**config.mk**
```make
export PLATFORM = sky130hd
export DESIGN_NAME = video_gen
export DESIGN_NICKNAME = d
export VERILOG_FILES = /design/src/video_pkg.sv /design/src/video_sync.sv /design/src/video_regs.sv /design/src/text_fetch.sv /design/src/video_gen.sv
export VERILOG_INCLUDE_DIRS = /design/src
export SDC_FILE = /design/constraint.sdc
export NUM_CORES = 1
export LEC_CHECK = 0
export ABC_CLOCK_PERIOD_IN_PS = 2800
export BUFFER_PORTS_ARGS = -buffer_cell sky130_fd_sc_hd__buf_4
export CAP_MARGIN = 20
export CORE_MARGIN = 5
export CORE_UTILIZATION = 58
export CTS_BUF_LIST = sky130_fd_sc_hd__clkbuf_16
export DETAILED_ROUTE_END_ITERATION = 16
export GPL_TIMING_DRIVEN = 0
export HOLD_SLACK_MARGIN = 0.03
export PLACE_DENSITY = 0.82
export SLEW_MARGIN = 15
export SYNTH_ARGS = -nofsm -noshare
export SYNTH_HDL_FRONTEND = slang
export SYNTH_SLANG_ARGS = --single-unit
export TNS_END_PERCENT = 30
```
**constraint.sdc**
```tcl
create_clock -name clk -period 2.8 [get_ports clk]
set_clock_uncertainty 0.05 [all_clocks]
set_input_delay 0.42 -clock clk [delete_from_list [all_inputs] [get_ports clk]]
set_output_delay 0.42 -clock clk [all_outputs]
set_load 0.05 [all_outputs]
```
**src/video_cfg.svh**
```systemverilog
// fixed 640x480 timing, fetch window and register map of the text video generator, include where needed
`ifndef VIDEO_CFG_SVH
`define VIDEO_CFG_SVH

// horizontal timing in pixels with blanking left of the visible area
`define VID_H_VISIBLE       640
`define VID_H_FRONT         16
`define VID_H_SYNC          96
`define VID_H_BACK          48

// vertical timing in lines with blanking below the visible area
`define VID_V_VISIBLE       480
`define VID_V_FRONT         10
`define VID_V_SYNC          2
`define VID_V_BACK          33

`define VID_H_SYNC_POL      1'b0            // active low hsync
`define VID_V_SYNC_POL      1'b0            // active low vsync

`define VID_FETCH_LEAD      9               // window opens this far ahead of the visible area
`define VID_FETCH_TAIL      4               // window closes this far ahead of line end

// register numbers seen on the write port
`define VID_REG_DISPSTART   3'd0            // vram word address of the first tile
`define VID_REG_TILEWIDTH   3'd1            // vram words per text row
`define VID_REG_FONTCTRL    3'd3            // bank in 15:13 and cell height minus 1 in 3:0

// reset values
`define VID_TEXT_START      16'h0000        // text starts at vram 0
`define VID_TILES_WIDE      80              // 640 / 8 tiles
`define VID_FONT_HEIGHT     4'd15           // 8x16 cells

`define VID_FEATURES        16'h8001        // constant feature word on readback 2

`endif

```
**src/video_pkg.sv**
```systemverilog
// shared widths, scan state enum and the structs passed between the video blocks, import where used
package video_pkg;

    typedef logic [10:0] scan_cnt_t;        // horizontal or vertical position
    typedef logic [15:0] vram_addr_t;       // vram word address
    typedef logic [15:0] vram_word_t;       // char in low byte and colour in high byte
    typedef logic [11:0] font_addr_t;       // font ram word address
    typedef logic [15:0] font_word_t;       // two glyph rows with the even row on top
    typedef logic [3:0]  pal_index_t;       // palette index of one pixel
    typedef logic [2:0]  reg_num_t;         // config register number
    typedef logic [15:0] reg_word_t;        // config register data

    // phases in scan order so a phase end steps to the next code
    typedef enum logic [1:0] {
        PRE_SYNC  = 2'b00,                  // front porch
        SYNC      = 2'b01,
        POST_SYNC = 2'b10,                  // back porch
        VISIBLE   = 2'b11
    } sync_state_e;

    // text layout written by the host
    typedef struct packed {
        vram_addr_t text_start;             // first tile word of a frame
        vram_addr_t line_width;             // words per text row
        logic [3:0] font_height;            // rows per cell minus 1
        logic [2:0] font_bank;              // font ram bank
    } text_cfg_t;

    // scan position as seen by the fetch and register blocks
    typedef struct packed {
        sync_state_e h_state;
        sync_state_e v_state;
        scan_cnt_t   v_count;               // current line
        logic        fetch;                 // memory fetch window
        logic        line_end;              // last pixel of a line
        logic        frame_end;             // last pixel of a frame
    } scan_state_t;

endpackage

```
**src/video_sync.sv**
```systemverilog
// free running 640x480 scan generator giving sync, raw display enable and the shared scan state
`timescale 1ns/1ps
`include "video_cfg.svh"

module video_sync
    import video_pkg::*;
(
    input  logic        clk,
    input  logic        reset_i,
    output scan_state_t scan_o,
    output logic        hsync_o,
    output logic        vsync_o,
    output logic        de_o
);

    localparam int H_OFFSCREEN = `VID_H_FRONT + `VID_H_SYNC + `VID_H_BACK;  // 160 blank pixels
    localparam int H_TOTAL     = H_OFFSCREEN + `VID_H_VISIBLE;              // 800 clocks
    localparam int V_TOTAL     = `VID_V_VISIBLE + `VID_V_FRONT + `VID_V_SYNC + `VID_V_BACK;
    localparam int FETCH_OPEN  = H_OFFSCREEN - `VID_FETCH_LEAD;             // first h_count in window
    localparam int FETCH_CLOSE = H_TOTAL - `VID_FETCH_TAIL;                 // first h_count past it

    sync_state_e h_state;
    sync_state_e h_state_next;
    sync_state_e v_state;
    sync_state_e v_state_next;
    scan_cnt_t   h_count;
    scan_cnt_t   h_count_next;
    scan_cnt_t   h_end;                     // last count of the current h phase
    scan_cnt_t   v_count;
    scan_cnt_t   v_count_next;
    scan_cnt_t   v_end;                     // last line of the current v phase
    logic        fetch;
    logic        fetch_next;
    logic        line_end;
    logic        frame_end;

    always_comb begin
        case (h_state)
            PRE_SYNC:  h_end = scan_cnt_t'(`VID_H_FRONT - 1);
            SYNC:      h_end = scan_cnt_t'(`VID_H_FRONT + `VID_H_SYNC - 1);
            POST_SYNC: h_end = scan_cnt_t'(H_OFFSCREEN - 1);
            default:   h_end = scan_cnt_t'(H_TOTAL - 1);         // visible runs to line end
        endcase
    end

    always_comb begin
        case (v_state)
            VISIBLE:   v_end = scan_cnt_t'(`VID_V_VISIBLE - 1);  // visible lines come first
            PRE_SYNC:  v_end = scan_cnt_t'(`VID_V_VISIBLE + `VID_V_FRONT - 1);
            SYNC:      v_end = scan_cnt_t'(`VID_V_VISIBLE + `VID_V_FRONT + `VID_V_SYNC - 1);
            default:   v_end = scan_cnt_t'(V_TOTAL - 1);
        endcase
    end

    assign line_end     = (h_state == VISIBLE) && (h_count == h_end);
    assign frame_end    = line_end && (v_state == POST_SYNC) && (v_count == v_end);
    assign h_state_next = (h_count == h_end) ? sync_state_e'(h_state + 2'd1) : h_state;
    assign v_state_next = (line_end && v_count == v_end) ? sync_state_e'(v_state + 2'd1)
                                                          : v_state;
    assign h_count_next = line_end ? '0 : h_count + 1'b1;
    assign v_count_next = frame_end ? '0 : (line_end ? v_count + 1'b1 : v_count);

    // window is registered so it is high for h_count in [open, close) of visible lines
    assign fetch_next = (v_state == VISIBLE) &&
                        (h_count >= scan_cnt_t'(FETCH_OPEN - 1)) &&
                        (h_count <  scan_cnt_t'(FETCH_CLOSE - 1));

    always_ff @(posedge clk) begin
        if (reset_i) begin
            h_state <= PRE_SYNC;
            v_state <= VISIBLE;
            h_count <= '0;
            v_count <= '0;
            fetch   <= 1'b0;
            hsync_o <= ~`VID_H_SYNC_POL;    // idle level
            vsync_o <= ~`VID_V_SYNC_POL;
            de_o    <= 1'b0;
        end else begin
            h_state <= h_state_next;
            v_state <= v_state_next;
            h_count <= h_count_next;
            v_count <= v_count_next;
            fetch   <= fetch_next;
            hsync_o <= (h_state == SYNC) ? `VID_H_SYNC_POL : ~`VID_H_SYNC_POL;
            vsync_o <= (v_state == SYNC) ? `VID_V_SYNC_POL : ~`VID_V_SYNC_POL;
            de_o    <= (h_state == VISIBLE) && (v_state == VISIBLE);  // one clock behind scan
        end
    end

    always_comb begin
        scan_o.h_state   = h_state;
        scan_o.v_state   = v_state;
        scan_o.v_count   = v_count;
        scan_o.fetch     = fetch;
        scan_o.line_end  = line_end;
        scan_o.frame_end = frame_end;
    end

    // blank pixels sit at the start of every line
    a_line_wrap: assert property (@(posedge clk) disable iff (reset_i)
        line_end |=> (h_state == PRE_SYNC));

endmodule

```
**src/video_regs.sv**
```systemverilog
// host config registers for the text layout plus the registered geometry, feature and status readback
`timescale 1ns/1ps
`include "video_cfg.svh"

module video_regs
    import video_pkg::*;
(
    input  logic        clk,
    input  logic        reset_i,
    input  scan_state_t scan_i,
    input  logic        reg_wr_i,
    input  reg_num_t    reg_num_i,
    input  reg_word_t   reg_data_i,
    output text_cfg_t   cfg_o,
    output reg_word_t   reg_data_o
);

    text_cfg_t cfg_q;
    reg_word_t status;                      // blanking flags and current line

    assign status = {scan_i.v_state != VISIBLE, scan_i.h_state != VISIBLE, 3'b000,
                     scan_i.v_count};
    assign cfg_o  = cfg_q;

    always_ff @(posedge clk) begin
        if (reset_i) begin
            cfg_q.text_start  <= `VID_TEXT_START;
            cfg_q.line_width  <= vram_addr_t'(`VID_TILES_WIDE);
            cfg_q.font_height <= `VID_FONT_HEIGHT;
            cfg_q.font_bank   <= 3'b000;
        end else if (reg_wr_i) begin
            case (reg_num_i)
                `VID_REG_DISPSTART: begin
                    cfg_q.text_start <= reg_data_i;
                end
                `VID_REG_TILEWIDTH: begin
                    cfg_q.line_width <= reg_data_i;
                end
                `VID_REG_FONTCTRL: begin
                    cfg_q.font_height <= reg_data_i[3:0];    // rows minus 1
                    cfg_q.font_bank   <= reg_data_i[15:13];
                end
                default: begin
                end                                          // unmapped numbers ignored
            endcase
        end
    end

    // readback follows the low two bits of the number one clock later
    always_ff @(posedge clk) begin
        if (reset_i) begin
            reg_data_o <= '0;
        end else begin
            case (reg_num_i[1:0])
                2'd0:    reg_data_o <= reg_word_t'(`VID_H_VISIBLE);
                2'd1:    reg_data_o <= reg_word_t'(`VID_V_VISIBLE);
                2'd2:    reg_data_o <= `VID_FEATURES;
                default: reg_data_o <= status;
            endcase
        end
    end

    // a one row cell would leave no second glyph row in the font word
    a_font_height: assert property (@(posedge clk) disable iff (reset_i)
        (reg_wr_i && reg_num_i == `VID_REG_FONTCTRL) |=> (cfg_o.font_height != 4'd0));

endmodule

```
**src/text_fetch.sv**
```systemverilog
// per tile vram and font ram fetch sequencer that shifts glyph rows out as palette indices
`timescale 1ns/1ps
`include "video_cfg.svh"

module text_fetch
    import video_pkg::*;
(
    input  logic        clk,
    input  logic        reset_i,
    input  scan_state_t scan_i,
    input  text_cfg_t   cfg_i,
    input  logic        enable_i,
    input  vram_word_t  vram_data_i,
    input  font_word_t  font_data_i,
    output logic        vram_sel_o,
    output vram_addr_t  vram_addr_o,
    output logic        font_sel_o,
    output font_addr_t  font_addr_o,
    output pal_index_t  pal_index_o,
    output logic        text_en_o
);

    // tile slot to pal_index_o is 6 clocks and de trails the scan by 1
    localparam int         FETCH_DEPTH = 6;
    localparam int         SLOT_LAG    = `VID_FETCH_LEAD + 1 - FETCH_DEPTH;   // open to first slot
    localparam logic [2:0] TILE_X_OPEN = 3'((8 - SLOT_LAG) % 8);

    logic [2:0] tile_x;                     // phase within the 8 clock tile period
    logic [3:0] tile_y;                     // row within the character cell
    vram_addr_t text_addr;                  // next tile word to read
    vram_addr_t text_line_addr;             // first tile word of the current text row
    logic [7:0] tile_color;                 // colour byte waiting for the shifter load
    logic [7:0] text_color;                 // bg in 7:4 and fg in 3:0 of the tile on screen
    logic [7:0] glyph_shift;                // msb is the current pixel
    logic [7:0] glyph_row;
    font_addr_t font_addr;

    // tall cells need 8 words per char and give up the top usable bank bit
    assign font_addr = cfg_i.font_height[3] ? {cfg_i.font_bank[0], vram_data_i[7:0], tile_y[3:1]}
                                            : {cfg_i.font_bank[1:0], vram_data_i[7:0], tile_y[2:1]};
    assign glyph_row = tile_y[0] ? font_data_i[7:0] : font_data_i[15:8];  // even row in upper byte

    always_ff @(posedge clk) begin
        if (reset_i) begin
            text_en_o      <= 1'b0;         // off until the first frame end
            tile_x         <= TILE_X_OPEN;
            tile_y         <= 4'd0;
            text_addr      <= '0;
            text_line_addr <= '0;
            vram_sel_o     <= 1'b0;
            font_sel_o     <= 1'b0;
            glyph_shift    <= 8'h00;
            text_color     <= 8'h00;
            pal_index_o    <= '0;
        end else begin
            vram_sel_o  <= 1'b0;            // selects are one clock strobes
            font_sel_o  <= 1'b0;
            glyph_shift <= {glyph_shift[6:0], 1'b0};
            tile_x      <= scan_i.fetch ? tile_x + 3'd1 : TILE_X_OPEN;

            if (scan_i.fetch) begin
                case (tile_x)
                    3'd0: begin
                        vram_sel_o <= text_en_o;            // tile word read
                        text_addr  <= text_addr + 1'b1;
                    end
                    3'd2: begin
                        font_sel_o <= text_en_o;            // glyph read from the tile char
                    end
                    3'd4: begin
                        glyph_shift <= glyph_row;           // previous tile just finished
                        text_color  <= tile_color;
                    end
                    default: begin
                    end
                endcase
            end

            pal_index_o <= glyph_shift[7] ? text_color[3:0] : text_color[7:4];

            if (scan_i.line_end) begin
                text_addr <= text_line_addr;                // repeat the row for the next cell line
                if (tile_y >= cfg_i.font_height) begin
                    tile_y         <= 4'd0;
                    text_line_addr <= text_line_addr + cfg_i.line_width;
                    text_addr      <= text_line_addr + cfg_i.line_width;
                end else begin
                    tile_y <= tile_y + 4'd1;
                end
            end

            if (scan_i.frame_end) begin
                text_en_o      <= enable_i;
                tile_y         <= 4'd0;
                text_addr      <= cfg_i.text_start;
                text_line_addr <= cfg_i.text_start;
            end
        end
    end

    // addresses and the saved colour only matter while a select is out
    always_ff @(posedge clk) begin
        if (scan_i.fetch && tile_x == 3'd0) begin
            vram_addr_o <= text_addr;
        end
        if (scan_i.fetch && tile_x == 3'd2) begin
            tile_color  <= vram_data_i[15:8];               // vram answered this clock
            font_addr_o <= font_addr;
        end
    end

    // one memory port at a time
    a_sel_exclusive: assert property (@(posedge clk) disable iff (reset_i)
        !(vram_sel_o && font_sel_o));

    // reads stay on visible lines, from the back porch to the end of the line
    a_sel_in_window: assert property (@(posedge clk) disable iff (reset_i)
        (vram_sel_o || font_sel_o) |->
            ((scan_i.v_state == VISIBLE) &&
             (scan_i.h_state == POST_SYNC || scan_i.h_state == VISIBLE)));

endmodule

```
**src/video_gen.sv**
```systemverilog
// text mode video generator top joining scan timing, config registers and the tile fetch path
`timescale 1ns/1ps

module video_gen
    import video_pkg::*;
(
    input  logic       clk,
    input  logic       reset_i,
    input  logic       enable_i,            // sampled at frame end
    input  logic       vid_reg_wr_i,
    input  reg_num_t   vid_reg_num_i,
    input  reg_word_t  vid_reg_data_i,
    output reg_word_t  vid_reg_data_o,
    output logic       vram_sel_o,
    output vram_addr_t vram_addr_o,
    input  vram_word_t vram_data_i,         // valid the clock after vram_sel_o
    output logic       font_sel_o,
    output font_addr_t font_addr_o,
    input  font_word_t font_data_i,         // valid the clock after font_sel_o
    output pal_index_t pal_index_o,
    output logic       hsync_o,
    output logic       vsync_o,
    output logic       dv_de_o
);

    scan_state_t scan;
    text_cfg_t   text_cfg;
    logic        de;                        // raw visible area
    logic        text_en;                   // per frame enable

    video_sync u_sync (
        .clk     (clk),
        .reset_i (reset_i),
        .scan_o  (scan),
        .hsync_o (hsync_o),
        .vsync_o (vsync_o),
        .de_o    (de)
    );

    video_regs u_regs (
        .clk        (clk),
        .reset_i    (reset_i),
        .scan_i     (scan),
        .reg_wr_i   (vid_reg_wr_i),
        .reg_num_i  (vid_reg_num_i),
        .reg_data_i (vid_reg_data_i),
        .cfg_o      (text_cfg),
        .reg_data_o (vid_reg_data_o)
    );

    text_fetch u_fetch (
        .clk         (clk),
        .reset_i     (reset_i),
        .scan_i      (scan),
        .cfg_i       (text_cfg),
        .enable_i    (enable_i),
        .vram_data_i (vram_data_i),
        .font_data_i (font_data_i),
        .vram_sel_o  (vram_sel_o),
        .vram_addr_o (vram_addr_o),
        .font_sel_o  (font_sel_o),
        .font_addr_o (font_addr_o),
        .pal_index_o (pal_index_o),
        .text_en_o   (text_en)
    );

    assign dv_de_o = de & text_en;          // blank frames keep de low

endmodule

```
==> reports/summary.md <==
In the global route stage, met1 resource usage came out at 34.9%. For this run, the leading register cell type out of synthesis is sky130_fd_sc_hd__dfxtp_1. After synthesis, the largest area contributor takes up 34.2% of total cell area. The initial antenna violation count was 1.

TritonCTS built the clock tree. The run gives 3.10 ns as the data required time at the worst endpoint. The number of vias in the routed layout came out at 7058.

The top cell types in the final layout, fill and taps aside, are 145 x sky130_fd_sc_hd__nand2_1, 143 x sky130_fd_sc_hd__dfxtp_1, 114 x sky130_fd_sc_hd__buf_4. The tools report the end of the worst register-to-register path as u_fetch.text_line_addr[0]$_SDFFE_PP0P_. The cell count of the worst hold path came out at 1. The critical path goes through ha_1, or3_4, a22oi_4, nand2_1, nor2_2, buf_2, nand2_1, a21oi_1. The clock reaches the later pin of the worst-skew pair after 0.44 ns. Slowest cell on the critical path: sky130_fd_sc_hd__or3_4. Global routing consumed, on the met2 layer, 40.9% of the routing resources. Dividing the detail-routed via count by the number of cells gives 5.70.

In this run the clock root is driven by a sky130_fd_sc_hd__clkbuf_16. The worst path uses 93.2% of the clock period. The class of the most critical setup path is flop to flop. The die span in x works out to 130 um.

In this run the most critical hold path is launched from vram_data_i[8]. Summing all non-filler instances in the final layout gives an area of 10100 sq um. At the pin with the least slew margin, the transition time is 0.909 ns.

The highest-utilization routing layer at the global route stage was met2. OpenSTA, run right after detailed placement, puts the worst setup slack at -0.560 ns. Measured in cells, the most critical reg-to-reg path has a length of 8.

The sort of element at the end of the critical path was a flop. Clock-pin slew was measured on the worst setup and hold paths at 0.07 ns. The number of synthesis warnings came out at 0. The floorplan step defined a die boundary enclosing 17000 sq um.

First-pass GRT wire length: 34.2 mm. Leading cell type in the layout, fill and taps excluded: sky130_fd_sc_hd__nand2_1. The synthesized design spends more area on one cell type than any other, namely sky130_fd_sc_hd__dfxtp_1. The total global routing track utilization is 26.1%. The critical path runs through a total of 8 cells.

After global routing the overflow that remains totals 0. Maximum clock frequency: 0.383 GHz. The DRC violation count after routing was 0; the maximum count of clock buffers along a single path was 2.

For the initial detailed-routing violation count, the log shows 775. The post-layout minimum cycle time was 2.61 ns. For flop-to-flop paths, the worst setup slack is 0.19 ns. The tools report the global routing usage on met3 as 5.98%. In this run the count of I/O pins placed on the die edge is 108. Power spread over the standard cell area amounts to 521 nW/um^2. The tool flagged a number of max-cap violations equal to 0. The number of distinct standard cells referenced by the synthesized netlist was 77; the number of global-route vias before repair was 6609.

After synthesis the netlist holds a flip-flop and latch count of 179. The logs give 0 for the number of hold-slack violations in the final timing report and 1133 for the number of nets in the layout. The congestion estimate from routability-driven global placement came to 0.961. Averaged over all synthesized cells, the footprint is 9.21 sq um.

The tools report the sequential-to-total area share from yosys stat as 47.1%. The worst hold path terminates at u_fetch.tile_color[0]$_DFFE_PP_. After detailed placement, the total cell area comes to 9430 sq um.

The kind of path behind the tightest hold check was input port to flop. The CTS sink count came out at 179. After detailed routing, the total wire length is 21.8 mm.

IR analysis of the VDD net gives a maximum drop of 0.432 mV. Number of slew-limit violations in the final report: 0. In this design, the critical path's most frequently occurring cell is sky130_fd_sc_hd__nand2_1. TritonCTS created 17 clock buffers. Of all flip-flops after synthesis, the portion carrying an async set or reset was 0%. The tools report the origin of the critical flop-to-flop path as u_sync.h_state[1]$_SDFFE_PP0N_. The number of antenna diodes is 0.

The mapped cell area was 8380 sq um; the number of standard-cell rows in the floorplan was 44. The count of buffering cells on the critical path with inverters included was 1; the layout cell share with drive strength beyond 1 was 18.7%. The peak fanout along the critical path works out to 10.

For the final routed database, the setup TNS stands at 0 ns. In this run the vertical extent of the chip is 130 um. Counting every instance in the synthesized netlist gives 910. Headroom to the max-slew limit came out at 38.9%. Buffers placed on the I/O ports in this run total 104. STA classifies the critical path startpoint as a flop. Before antenna repair, the detailed router went through 7 iterations. Yosys attributes the largest share of cell area to sky130_fd_sc_hd__dfxtp_1 34%, sky130_fd_sc_hd__edfxtp_1 13%, sky130_fd_sc_hd__nand2_1 6.5%.

The run finished with clean final reports. Entering global routing, the biggest net connects 18 pins. In this design, the stage delay of the slowest critical-path cell is 0.41 ns.

For this configuration, the core starts out at a cell density of 58.3%. The detail route stage leaves a number of antenna-violating nets equal to 0. The data arrival time of the critical path was 2.91 ns. After layout, the worst setup slack is 0.190 ns. Dividing the detail-routed wire length by the instance count gives 17.6 um. Summed over all cells, the static leakage comes to 3.88 nW.

Setup violations remaining at the end of the flow were counted as 0. Setup repair after global routing left no endpoint under its margin. Compared with the post-synthesis result, the final layout area differs by 20.2%. The H-tree was split into 4 levels. The number of flops mapped to enable cells by yosys came out at 36.

Dominant delay contributor by cell family on the critical path: simple AND/OR/NAND/NOR gates. Detailed placement finished with a half-perimeter wire length of 15.8 mm. The core region is 14400 sq um.
-- through the flow --
stage	total power, mW	std cells	util (%)	hold slack (ns)
after floorplan	2.84	912	-	0.377
after global placement	2.96	1200	65.4	0.385
after detailed placement	2.96	1202	65.6	0.388
after CTS	5.26	1238	69.9	0.0937
after global routing	5.39	1239	70.1	0.0863
final	5.25	1239	70.1	0.104
-- final cells by class --
class | instances | area, sq um
Buffer | 53 | 274
Clock inverter | 14 | 124
Sequential cell | 179 | 3940
Tap cell | 184 | 230
Multi-Input combinational cell | 653 | 4110
Fill cell | 1079 | 4300
Inverter | 27 | 101
Timing Repair Buffer | 111 | 841
Clock buffer | 18 | 450
-- flip-flops by register name, summed over array words and instances, names as in the netlist, 2 cells and up --
| register | count |
|---|---|
| u_regs.cfg_o | 38 |
| u_sync.v_state | 2 |
| u_fetch.tile_color | 8 |
| u_fetch.pal_index_o | 4 |
| u_fetch.glyph_shift | 8 |
| u_sync.h_count | 11 |
| u_regs.reg_data_o | 13 |
| u_fetch.font_addr_o | 12 |
| u_fetch.tile_y | 4 |
| u_fetch.text_line_addr | 16 |
| u_fetch.tile_x | 3 |
| u_fetch.text_addr | 16 |
| u_sync.h_state | 2 |
| u_sync.v_count | 11 |
| u_fetch.vram_addr_o | 16 |
| u_fetch.text_color | 8 |
-- cells by family after synthesis --
| logic type | Yosys count | synth area share [%] |
|---|---|---|
| simple gates | 353 | 20.3 |
| xor+xnor | 52 | 5.43 |
| compound gates | 177 | 13.3 |
| flops | 179 | 47.1 |
| mux | 32 | 3.99 |
| fa+ha+maj | 36 | 5.46 |
| buf+inv | 80 | 4.42 |
| other cells | 1 | 0.0447 |
-- routing by layer --
metal,vias to the layer above,share of wire [%],wire length (um)
li1,3431,-,-
met1,3250,41,9020
met2,319,46,10100
met3,56,9.0,1960
met4,2,3.2,691
met5,-,0.060,13
-- synthesized netlist by cell type, drive strengths merged, types with 4 or more instances --
cell type / number
mux2i: 21
a22oi: 6
xnor2: 29
nor2b: 4
a21oi: 83
ha: 35
or3: 4
xor2: 23
a21o: 4
or2: 4
mux2: 11
buf: 19
nor3: 23
nand2: 145
inv: 27
o211ai: 4
clkbuf: 34
and3: 8
nor2: 90
a211oi: 16
edfxtp: 36
a211o: 8
nand3: 22
nand2b: 7
a311oi: 4
nand4: 8
and2: 7
dfxtp: 143
o21ai: 30
nor4: 13
-- timing repair --
action                                  CTS  global route
gates resized for setup                   3             6
cloned                                    0             0
hold buffers                              0             0
endpoints found under the setup margin   41            35
buffers inserted                          4             1
pin swaps                                 2             2
-- report_power, final --
part | internal [mW] | leakage, nW | switching (mW)
sequential | 2.64 | 1.49 | 0.0141
combinational | 0.103 | 2.10 | 0.147
clock | 1.29 | 0.292 | 1.05
-- how the worst max path moves through the flow --
stage / slack (ns) / from / to
6_report: 0.19 / u_sync.h_state[1]$_SDFFE_PP0N_ / u_fetch.text_line_addr[0]$_SDFFE_PP0P_
5_1_grt: 0.02 / u_sync.v_state[0]$_SDFFE_PP1P_ / u_fetch.text_addr[14]$_SDFFE_PP0P_
4_1_cts: 0.02 / u_fetch.tile_y[0]$_SDFFE_PP0P_ / u_fetch.text_line_addr[7]$_SDFFE_PP0P_
3_5_place_dp: -0.56 / u_fetch.tile_y[0]$_SDFFE_PP0P_ / u_fetch.text_line_addr[0]$_SDFFE_PP0P_
3_3_place_gp: -0.52 / u_fetch.tile_y[0]$_SDFFE_PP0P_ / u_fetch.text_line_addr[0]$_SDFFE_PP0P_
2_1_floorplan: 0.28 / u_fetch.tile_y[0]$_SDFFE_PP0P_ / u_fetch.text_line_addr[0]$_SDFFE_PP0P_
Power figures use the tool's default switching activity.
